**config.mk**
```make
export PLATFORM = sky130hd
export DESIGN_NAME = branchUnit
export DESIGN_NICKNAME = d
export VERILOG_FILES = /design/src/source/branchPkg.sv /design/src/source/branchComparator.sv /design/src/source/branchDecoder.sv /design/src/source/branchExecute.sv /design/src/source/branchSequencer.sv /design/src/source/branchUnit.sv /design/src/source/pcCounter.sv
export SDC_FILE = /design/constraint.sdc
export NUM_CORES = 1
export LEC_CHECK = 0
export ABC_AREA = 1
export BUFFER_PORTS_ARGS = -buffer_cell sky130_fd_sc_hd__clkbuf_2
export CORE_ASPECT_RATIO = 0.7
export CORE_UTILIZATION = 49
export CTS_CLUSTER_DIAMETER = 50
export DETAILED_ROUTE_END_ITERATION = 7
export PLACE_DENSITY = 0.71
export SKIP_LAST_GASP = 1
export SYNTH_ARGS = -nofsm -noshare
export SYNTH_HDL_FRONTEND = slang
export SYNTH_SLANG_ARGS = --single-unit
```
**constraint.sdc**
```tcl
create_clock -name clk -period 5.2 [get_ports clk]
set_input_delay 0.78 -clock clk [delete_from_list [all_inputs] [get_ports clk]]
set_output_delay 0.78 -clock clk [all_outputs]
set_load 0.005 [all_outputs]
```
**src/source/branchPkg.sv**
```systemverilog
// Shared types and constants for the branch resolution slice
// Branch comparison codes, sequencer states, decoded instruction struct

package branchPkg;

	// --------------------------------------------------
	// Encodings
	// --------------------------------------------------

	// Major opcode of the conditional branch group
	localparam logic [6:0] branchOpcode = 7'b1100011;

	// Sequential advance of the program counter
	localparam logic [31:0] pcStep = 32'd4;

	// --------------------------------------------------
	// Enumerations
	// --------------------------------------------------

	// Branch comparisons, values follow funct3
	// Codes 2 and 3 are reserved and have no member
	typedef enum logic [2:0] {
		BEQ  = 3'd0,
		BNE  = 3'd1,
		BLT  = 3'd4,
		BGE  = 3'd5,
		BLTU = 3'd6,
		BGEU = 3'd7
	} branchOpT;

	// Multicycle sequencer phases
	typedef enum logic [1:0] {
		IDLE   = 2'd0,
		EXEC   = 2'd1,
		UPDATE = 2'd2
	} seqStateT;

	// --------------------------------------------------
	// Decoded instruction
	// --------------------------------------------------

	// Fields pulled out of one instruction word
	typedef struct packed {
		// Major opcode matched the branch group
		logic        isBranch;
		// Branch opcode with funct3 of 2 or 3
		logic        illegal;
		// Comparison selected by funct3
		branchOpT    op;
		// Sign-extended B-type immediate, LSB always zero
		logic [31:0] offset;
	} decodedInstT;

endpackage

```
**src/source/branchComparator.sv**
```systemverilog
// Six-way conditional branch evaluation on two operands

`timescale 1ns/1ps

module branchComparator
	#(
		// Operand width
		parameter int dataWidth = 32
	)
	(
		// Selected comparison
		input  branchPkg::branchOpT    op,
		// First source operand
		input  logic [dataWidth-1:0]   operand1,
		// Second source operand
		input  logic [dataWidth-1:0]   operand2,
		// High when the branch condition holds
		output logic                   condition
	);

	// Shared comparison results
	logic isEqual;
	logic signedLess;
	logic unsignedLess;

	// Equality is sign agnostic
	assign isEqual = (operand1 == operand2);

	// Two's complement ordering
	assign signedLess = ($signed(operand1) < $signed(operand2));

	// Plain magnitude ordering
	assign unsignedLess = (operand1 < operand2);

	// --------------------------------------------------
	// Comparison select
	// --------------------------------------------------

	always_comb
	begin
		case (op)
			// Equal
			branchPkg::BEQ:  condition = isEqual;
			// Not equal
			branchPkg::BNE:  condition = !isEqual;
			// Signed less than
			branchPkg::BLT:  condition = signedLess;
			// Signed greater or equal
			branchPkg::BGE:  condition = !signedLess;
			// Unsigned less than
			branchPkg::BLTU: condition = unsignedLess;
			// Unsigned greater or equal
			branchPkg::BGEU: condition = !unsignedLess;
			// Reserved codes never branch
			default:         condition = 1'b0;
		endcase
	end

endmodule

```
**src/source/branchDecoder.sv**
```systemverilog
// Combinational decode of an instruction word into the decoded struct

`timescale 1ns/1ps

module branchDecoder
	(
		// Raw instruction word
		input  logic [31:0]                instWord,
		// Decoded fields
		output branchPkg::decodedInstT     decoded
	);

	// Instruction fields
	logic [6:0]  majorOpcode;
	logic [2:0]  funct3;
	logic        opMatch;
	logic        reservedF3;
	logic [12:0] immB;

	// --------------------------------------------------
	// Field extraction
	// --------------------------------------------------

	// Opcode sits in the low seven bits
	assign majorOpcode = instWord[6:0];

	// funct3 selects the comparison
	assign funct3 = instWord[14:12];

	// Branch group detect
	assign opMatch = (majorOpcode == branchPkg::branchOpcode);

	// funct3 values 2 and 3 have no branch meaning
	assign reservedF3 = (funct3 == 3'd2) || (funct3 == 3'd3);

	// B-type immediate
	// bit 12 from 31, bit 11 from 7, bits 10..5 from 30..25, bits 4..1 from 11..8
	assign immB = {instWord[31], instWord[7], instWord[30:25], instWord[11:8], 1'b0};

	// --------------------------------------------------
	// Struct assembly
	// --------------------------------------------------

	always_comb
	begin
		// Only the branch group counts as a branch
		decoded.isBranch = opMatch;

		// Reserved funct3 is illegal only under the branch opcode
		decoded.illegal  = opMatch && reservedF3;

		// Raw funct3 passed through, reserved codes included
		decoded.op       = branchPkg::branchOpT'(funct3);

		// Sign extension of the 13-bit immediate to 32 bits
		decoded.offset   = {{19{immB[12]}}, immB};
	end

endmodule

```
**src/source/branchExecute.sv**
```systemverilog
// Execute stage, captures decoded instruction and operands
// then registers the qualified branch outcome one cycle later

`timescale 1ns/1ps

module branchExecute
	#(
		// Operand width
		parameter int dataWidth = 32
	)
	(
		input  logic                       clk,
		input  logic                       arstN,
		// Accept strobe from the sequencer
		input  logic                       capture,
		// Decoder output for the current word
		input  branchPkg::decodedInstT     decoded,
		input  logic [dataWidth-1:0]       operand1,
		input  logic [dataWidth-1:0]       operand2,
		// Held copy of the accepted instruction
		output branchPkg::decodedInstT     stored,
		// Registered branch outcome
		output logic                       taken,
		// Registered reserved funct3 flag
		output logic                       illegal
	);

	// Held operands
	logic [dataWidth-1:0] heldOp1;
	logic [dataWidth-1:0] heldOp2;

	// Marks the EXEC cycle
	logic evalPending;

	// Raw comparator output
	logic condition;

	// Comparison on the held values
	branchComparator #(
		.dataWidth (dataWidth)
	) comparator_i (
		.op        (stored.op),
		.operand1  (heldOp1),
		.operand2  (heldOp2),
		.condition (condition)
	);

	// --------------------------------------------------
	// Capture and evaluate
	// --------------------------------------------------

	always_ff @(posedge clk or negedge arstN)
	begin
		if (!arstN)
		begin
			stored      <= '0;
			heldOp1     <= '0;
			heldOp2     <= '0;
			evalPending <= 1'b0;
			taken       <= 1'b0;
			illegal     <= 1'b0;
		end
		else
		begin
			// Follows capture by one cycle
			evalPending <= capture;

			// Instruction and operands latched at the accept edge
			if (capture)
			begin
				stored  <= decoded;
				heldOp1 <= operand1;
				heldOp2 <= operand2;
			end

			// Outcome registered at the end of EXEC, held until the next one
			if (evalPending)
			begin
				taken   <= condition && stored.isBranch && !stored.illegal;
				illegal <= stored.illegal;
			end
		end
	end

endmodule

```
**src/source/branchSequencer.sv**
```systemverilog
// Three-state sequencer for the multicycle branch slice
// Drives capture, update and busy

`timescale 1ns/1ps

module branchSequencer
	(
		input  logic clk,
		input  logic arstN,
		// New instruction strobe, ignored while busy
		input  logic instValid,
		// Load strobe for the execute stage
		output logic capture,
		// PC update strobe, also done
		output logic update,
		// High outside IDLE
		output logic busy
	);

	// Current and next phase
	branchPkg::seqStateT state;
	branchPkg::seqStateT nextState;

	// --------------------------------------------------
	// State register
	// --------------------------------------------------

	always_ff @(posedge clk or negedge arstN)
	begin
		if (!arstN)
		begin
			state <= branchPkg::IDLE;
		end
		else
		begin
			state <= nextState;
		end
	end

	// --------------------------------------------------
	// Transitions
	// --------------------------------------------------

	always_comb
	begin
		// Hold by default
		nextState = state;
		case (state)
			// Wait for a strobe
			branchPkg::IDLE:
			begin
				if (instValid)
				begin
					nextState = branchPkg::EXEC;
				end
			end
			// Comparator evaluates the held operands
			branchPkg::EXEC:   nextState = branchPkg::UPDATE;
			// PC written at the end of this cycle
			branchPkg::UPDATE: nextState = branchPkg::IDLE;
			// Unused encoding falls back to idle
			default:           nextState = branchPkg::IDLE;
		endcase
	end

	// --------------------------------------------------
	// Outputs
	// --------------------------------------------------

	// Accept only from IDLE, strobes during busy are dropped
	assign capture = (state == branchPkg::IDLE) && instValid;

	// Whole UPDATE cycle
	assign update = (state == branchPkg::UPDATE);

	// Any phase but IDLE
	assign busy = (state != branchPkg::IDLE);

endmodule

```
**src/source/branchUnit.sv**
```systemverilog
// Top level of the branch resolution slice
// Decoder, sequencer, execute stage and program counter

`timescale 1ns/1ps

module branchUnit
	#(
		// Operand width
		parameter int          dataWidth = 32,
		// Program counter reset vector
		parameter logic [31:0] resetPc   = 32'h0000_0000
	)
	(
		input  logic                 clk,
		input  logic                 arstN,
		// One-cycle instruction strobe
		input  logic                 instValid,
		// Instruction word, sampled with instValid
		input  logic [31:0]          instWord,
		// Register operands, sampled with instValid
		input  logic [dataWidth-1:0] operand1,
		input  logic [dataWidth-1:0] operand2,
		// Program counter
		output logic [31:0]          pc,
		// Instruction in flight
		output logic                 busy,
		// One-cycle completion pulse
		output logic                 done,
		// Branch outcome, valid with done
		output logic                 taken,
		// Reserved funct3 seen, valid with done
		output logic                 illegal
	);

	// --------------------------------------------------
	// Internal wiring
	// --------------------------------------------------

	// Decoder to execute stage
	branchPkg::decodedInstT decoded;

	// Execute stage to counter
	branchPkg::decodedInstT stored;

	// Sequencer strobes
	logic captureStrobe;
	logic updateStrobe;

	// Completion is the update cycle itself
	assign done = updateStrobe;

	// Word to struct, no state
	branchDecoder decoder_i (
		.instWord (instWord),
		.decoded  (decoded)
	);

	// Phase control
	branchSequencer sequencer_i (
		.clk       (clk),
		.arstN     (arstN),
		.instValid (instValid),
		.capture   (captureStrobe),
		.update    (updateStrobe),
		.busy      (busy)
	);

	// Capture and compare
	branchExecute #(
		.dataWidth (dataWidth)
	) execute_i (
		.clk      (clk),
		.arstN    (arstN),
		.capture  (captureStrobe),
		.decoded  (decoded),
		.operand1 (operand1),
		.operand2 (operand2),
		.stored   (stored),
		.taken    (taken),
		.illegal  (illegal)
	);

	// Program counter
	pcCounter #(
		.resetPc (resetPc)
	) counter_i (
		.clk    (clk),
		.arstN  (arstN),
		.update (updateStrobe),
		.taken  (taken),
		.stored (stored),
		.pc     (pc)
	);

endmodule

```
**src/source/pcCounter.sv**
```systemverilog
// Program counter register with reset vector
// Sequential advance or branch target load on update

`timescale 1ns/1ps

module pcCounter
	#(
		// Reset vector
		parameter logic [31:0] resetPc = 32'h0000_0000
	)
	(
		input  logic                       clk,
		input  logic                       arstN,
		// High for the UPDATE cycle
		input  logic                       update,
		// Registered branch outcome
		input  logic                       taken,
		// Held instruction, offset field is used
		input  branchPkg::decodedInstT     stored,
		// Current program counter
		output logic [31:0]                pc
	);

	// Candidate next values
	logic [31:0] seqPc;
	logic [31:0] targetPc;
	logic [31:0] nextPc;

	// --------------------------------------------------
	// Next PC
	// --------------------------------------------------

	// Fall through address
	assign seqPc = pc + branchPkg::pcStep;

	// Branch target, wraps on overflow
	assign targetPc = pc + stored.offset;

	// Taken picks the target
	assign nextPc = taken ? targetPc : seqPc;

	// --------------------------------------------------
	// PC register
	// --------------------------------------------------

	always_ff @(posedge clk or negedge arstN)
	begin
		if (!arstN)
		begin
			pc <= resetPc;
		end
		else if (update)
		begin
			// One step per instruction
			pc <= nextPc;
		end
	end

endmodule

```
## Yosys cells after proc, flatten, opt, wreduce, memory -nomap -nowiden

Index checks and enable logic that the tools add are counted.

| word-level totals | value |
|---|---|
| register bits | 118 |
| input port bits | 99 |
| word-level logic and storage cells | 43 |

| cells by class | value |
|---|---|
| $add $sub $neg | 2 |
| order comparisons | 2 |
| equal/unequal tests | 12 |
| multiplexer cells | 4 |
| reductions and logical operators | 12 |

Operator list:

| cell | count |
|---|---|
| $lt 32x32->1 | 2 |
| $add 32x3->32 const B | 1 |
| $add 32x32->32 | 1 |
| $eq 32x32->1 | 1 |
| $mux 32 | 1 |
| $eq 3x3->1 const B | 4 |
| $eq 7x7->1 const B | 1 |
| $eq 3x2->1 const B | 2 |
| $pmux 1 s6 | 1 |
| $logic_and 1x1->1 | 4 |
| $logic_not 1->1 | 4 |
| $pmux 2 s2 | 1 |
| $eq 3x1->1 const B | 1 |
| $logic_not 3->1 | 1 |
| $eq 2x1->1 const B | 1 |
| $eq 2x2->1 const B | 1 |
| $logic_not 2->1 | 1 |
| $mux 2 | 1 |
| $ne 2x2->1 const B | 1 |
| $reduce_bool 2->1 | 1 |
| $logic_or 1x1->1 | 1 |

## Longest topological paths before layout

| logic depth | value |
|---|---|
| depth in word-level cells | 5 |
| mapped depth | 19 |

## By module

Synthesis repeated with hierarchy kept, for this count alone.

| unflattened totals | value |
|---|---|
| cell total of the unflattened synthesis | 1,451 |
| area, all modules | 9,893.2 um^2 |

By module, submodules not included:

| module | instances | cells each | area an instance (um^2) |
|---|---|---|---|
| pcCounter | 1 | 787 | 4,423.0 |
| branchExecute | 1 | 438 | 4,076.4 |
| branchComparator | 1 | 169 | 987.2 |
| branchDecoder | 1 | 47 | 324.1 |
| branchSequencer | 1 | 10 | 82.6 |

## Worst setup path after synthesis

Ideal clock, no wire load.

| timing path | value |
|---|---|
| kind | reg2reg |
| from | register execute_i.stored[12] (netlist name) |
| to | register counter_i.pc[22] |
| library setup time | 0.077 ns |
| data arrival time | 1.981 ns |
| slack | 3.142 ns |
| stages on the path, launching flop included | 11 |
| path buffers | 0 |
| clock period less this slack | 2.058 ns |
| cells stage by stage | dfrtp_1 > ha_1 > a21oi_1 > o21ai_0 > a21oi_1 > o21ai_2 > a21oi_1 > inv_1 > nand2_1 > nand3_1 > a21oi_1 |

| on the way | value |
|---|---|
| cells in the longest elaborated chain, start to end | 2 |

RTL lines:

| item | line | RTL |
|---|---|---|
| $add 32x32->32 | pcCounter.sv:37 | `assign targetPc = pc + stored.offset;` |
| $mux 32 | pcCounter.sv:40 | `assign nextPc = taken ? targetPc : seqPc;` |
| end signal: assignment | pcCounter.sv:50 | `pc <= resetPc;` |
| end signal: assignment | pcCounter.sv:55 | `pc <= nextPc;` |
| end: declaration | pcCounter.sv:21 | `output logic [31:0] pc` |

No other way between the ends.
A chain may end at the register's enable or synchronous reset.

## Worst setup path in the final report

| timing path | value |
|---|---|
| from | register sequencer_i.state[0] |
| to | output port done |

| on the way | value |
|---|---|
| cells in the longest elaborated chain, start to end | 1 |

RTL lines:

| item | line | RTL |
|---|---|---|
| start: declaration | branchSequencer.sv:21 | `branchPkg::seqStateT state;` |
| start signal: assignment | branchSequencer.sv:32 | `state <= branchPkg::IDLE;` |
| start signal: assignment | branchSequencer.sv:36 | `state <= nextState;` |
| $eq 2x2->1 | branchSequencer.sv:74 | `assign update = (state == branchPkg::UPDATE);` |
| end: declaration | branchUnit.sv:28 | `output logic done,` |

No other way between the ends.

==> impl_summary.md <==
Clock tree
CTS built an H-tree with a depth of 4. Post-CTS repair changed the size of 0 cells. The number of clock buffers added by TritonCTS is 17.

The cell sitting at the root of the clock tree is a sky130_fd_sc_hd__clkbuf_16. TritonCTS built the clock tree. No sink is reached through more buffers than the 2 on the longest clock path.

The number of buffers added to fix hold violations after cts is 0. Buffers added to address setup during post-CTS repair amount to 0. The worst-skew pair later-pin latency is 0.42 ns.

Clock tree synthesis found a total of 117 sinks. The clock transition at the registers of the reported paths is 0.06 ns.

Synth
The average instance in the mapped netlist occupies 7.10 um2. The netlist uses 50 different library cells. The synthesized instance count is 1146.

The main flop type after synthesis is sky130_fd_sc_hd__dfrtp_1. The mapped cell area is 8130 um2. When the netlist entered floorplanning its net count stood at 1309. The number of warnings reported in the yosys synthesis log is 0. Counting flops with an async set or reset pin after synthesis yields a share of 1.00. The number of flops mapped to enable cells by yosys is 0. The share of the Yosys chip area taken by registers is 0.360. After synthesis the netlist holds a flip-flop and latch count of 117.

Global routing
The number of global-route vias before repair is 6949. The overflow left after global routing is 0. The wire length of the first global-routing pass is 37.1 mm. The global routing usage summed across all routing layers is 0.287. The initial antenna violation count came to 0.

The pin count of the biggest net entering global routing is 75.

Floorplan
The core area is 15800 um2. The die is 156 um wide. The effective utilization at floorplan is 0.514. The row count is 38. The number of top-level pins is 135. The die outline height is 110 um. The floorplan die area is 17100 um2.

Run
Across the run, the number of max-cap violations was 0.

Hold path
The startpoint identified for the worst hold timing path is sequencer_i.state[1]. The type of the most critical hold path is flop to flop. The destination of the worst hold path is sequencer_i.state[1].

Along the worst hold path, the cell count comes to 1.

Setup path
In this run the critical register-to-register path is launched from execute_i.stored[12]. The startpoint-to-endpoint class of the critical path is flop to output port. The family with the most delay on the worst path is buffers and inverters.

The register-to-register setup slack is 2.32 ns. The worst path buffer plus inverter count is 4. For the worst flop-to-flop path, the logic depth is 9.

The delay of the slowest cell on the worst path is 0.55 ns. The largest fanout on the critical path is 38. The slowest cell on the critical path is sky130_fd_sc_hd__nand2_1. The end of the worst register-to-register path is counter_i.pc[18]. STA classifies the critical path startpoint as a flop. The data arrival time of the worst path is 2.23 ns. At the worst endpoint, the required time is 4.42 ns. The worst setup path is captured at an output port.

In this design, the critical path's most frequently occurring cell is sky130_fd_sc_hd__inv_1. Traced cell by cell, the critical path runs through inv_1, nand2_1, inv_1, buf_4, clkbuf_2.

Power and ir drop
The worst-case IR drop observed on VDD is 0.350 mV. The sum of internal, switching and leakage power is 5.06 mW. For this design the static power due to leakage is 4.95 nW. The power per standard cell area is 528 nW/um2.

Place
The pre-CTS setup slack is 2.18 ns. The wire-length estimate of the detail-placed layout is 17.5 mm. After detailed placement, the design holds a cell count of 1464. The routability congestion estimate from global placement is 0.984. During placement, the flow inserted port buffers numbering 123.

Detailed routing
In this run, the number of DRC markers left after iteration 0 of detailed routing was 743. The total routed wirelength is 23.5 mm. In the routed layout, each cell is associated on average with a via count of 5.31. The remaining design rule violation count is 0. In this run the remaining antenna-violating nets after routing total 0. The count of TritonRoute iterations in the first routing pass is 6. The routed layout has 7949 vias. Dividing the detail-routed wire length by the instance count gives 15.7 um.

Cells and area
The count of nets after finishing is 1426. The library cells used most frequently in the layout, excluding fill and tap cells, are 362 x sky130_fd_sc_hd__nand2_1, 127 x sky130_fd_sc_hd__inv_1, 122 x sky130_fd_sc_hd__clkbuf_2. The ratio of cells with drive above 1 in the final layout is 0.150.

The finished layout holds 1496 standard cells, fillers aside. The area growth from synthesis to layout is 18.0%. The leading cell type in the layout, fill and taps excluded is sky130_fd_sc_hd__nand2_1. The number of antenna repair diodes is 0.

Timing
Across all hold checks on the routed design, the worst slack comes to 0.454 ns. For the pin with the worst max-slew slack, the measured transition is 1.01 ns. The final period utilization is 0.578. Setup repair after global routing left no endpoint under its margin. Between clock sinks in the finished design, the worst skew comes to 0.0137 ns. Setup total negative slack on the finished layout was measured at 0 ns.

The setup-violating endpoint count in the final report is 0. The number of hold violations in the final report was 0. The number of max-slew violations in the final report is 0.

The peak clock frequency supported by timing is 0.333 GHz. The worst pin sits at a relative slew slack of 0.329. The time the worst path needs with I/O delays and setup is 3.01 ns. Across all setup checks in the final design, the least slack found is 2.19 ns.

Run status
The run finished with clean final reports.
[Yosys cell counts (2+ instances only)]
cell	number	share of area
sky130_fd_sc_hd__a21oi_2	2	0.0022
sky130_fd_sc_hd__nor3_1	19	0.012
sky130_fd_sc_hd__nor4_1	4	0.0031
sky130_fd_sc_hd__a21oi_1	80	0.049
sky130_fd_sc_hd__clkbuf_1	20	0.0092
sky130_fd_sc_hd__inv_2	7	0.0032
sky130_fd_sc_hd__a31oi_1	7	0.0054
sky130_fd_sc_hd__or2_2	3	0.0023
sky130_fd_sc_hd__nand3b_1	4	0.0037
sky130_fd_sc_hd__or2_0	3	0.0023
sky130_fd_sc_hd__nand2_4	2	0.0028
sky130_fd_sc_hd__o21a_1	4	0.0037
sky130_fd_sc_hd__xor2_1	15	0.016
sky130_fd_sc_hd__o21ai_0	79	0.049
sky130_fd_sc_hd__inv_1	127	0.059
sky130_fd_sc_hd__o211ai_1	3	0.0028
sky130_fd_sc_hd__nor2_1	97	0.045
sky130_fd_sc_hd__nand3_1	48	0.030
sky130_fd_sc_hd__nand4_1	15	0.012
sky130_fd_sc_hd__nand3_2	2	0.0025
sky130_fd_sc_hd__xnor2_1	6	0.0065
sky130_fd_sc_hd__o31ai_1	2	0.0018
sky130_fd_sc_hd__a21o_1	3	0.0028
sky130_fd_sc_hd__o21bai_1	7	0.0065
sky130_fd_sc_hd__nand2_1	362	0.17
sky130_fd_sc_hd__ha_1	63	0.097
sky130_fd_sc_hd__a21boi_0	4	0.0037
sky130_fd_sc_hd__buf_1	5	0.0023
sky130_fd_sc_hd__o21ai_1	6	0.0037
sky130_fd_sc_hd__nor2_4	2	0.0028
sky130_fd_sc_hd__a22oi_1	5	0.0046
sky130_fd_sc_hd__buf_2	3	0.0018
sky130_fd_sc_hd__dfrtp_1	117	0.36
sky130_fd_sc_hd__o21ai_2	3	0.0032
sky130_fd_sc_hd__nor2_2	2	0.0015
[worst max path at each step]
stage	startpoint	to	slack, ns	cells past startpoint
2_1_floorplan	execute_i.stored[12]	counter_i.pc[22]	3.14	10
6_report	sequencer_i.state[0]	done	2.19	5
3_5_place_dp	instValid	execute_i.stored[35]	2.18	7
3_3_place_gp	instValid	execute_i.stored[35]	2.28	7
4_1_cts	sequencer_i.state[0]	done	2.21	5
5_1_grt	sequencer_i.state[0]	done	2.03	5
[sequential cells by signal (all words and copies together) (netlist names)]
register / flops
execute_i.heldOp1: 32
execute_i.heldOp2: 32
counter_i.pc: 31
execute_i.stored: 17
sequencer_i.state: 2
execute_i.evalPending: 1
execute_i.illegal: 1
execute_i.taken: 1
[through the flow]
step | util | instance area (um2)
after floorplan | - | 8130
after global placement | 0.564 | 8940
after detailed placement | 0.564 | 8940
after CTS | 0.606 | 9600
after global routing | 0.606 | 9600
final | 0.606 | 9600
[where the power goes]
group	switching (mW)	leakage, nW	internal, mW
combinational	1.49	3.24	0.818
sequential	0.281	1.40	1.14
clock	0.465	0.314	0.868
[cell type report]
class	instances	area, um2
fillers	1532	6230
multi-input cells	865	4580
flip-flops and latches	117	2930
repair buffers	128	656
inverters	134	503
clock buffers	18	439
well taps	220	275
clock inverters	14	221
[cells by family after synthesis]
| kind of cell | count (synthesis) | share of synthesized area |
|---|---|---|
| adder cells (fa/ha/maj) | 64 | 0.0994 |
| XOR/XNOR | 21 | 0.0226 |
| other | 1 | 0.000461 |
| buffers and inverters | 164 | 0.0775 |
| AO/OA/AOI/OAI | 208 | 0.142 |
| AND/OR/NAND/NOR | 570 | 0.297 |
| flip-flops | 117 | 0.360 |
| multiplexers | 1 | 0.00138 |
[per-layer routing]
layer  share of wire  routed length, um  up-vias  GRT usage
met2            0.38               9000      331      0.376
met4          0.0089                208        0     0.0644
met1            0.50              11800     3627      0.444
met3            0.11               2490       19     0.0930
li1                -                  -     3972          -
met5               0                  0        -          0
Note: power is estimated with default switching activity, not from simulation.
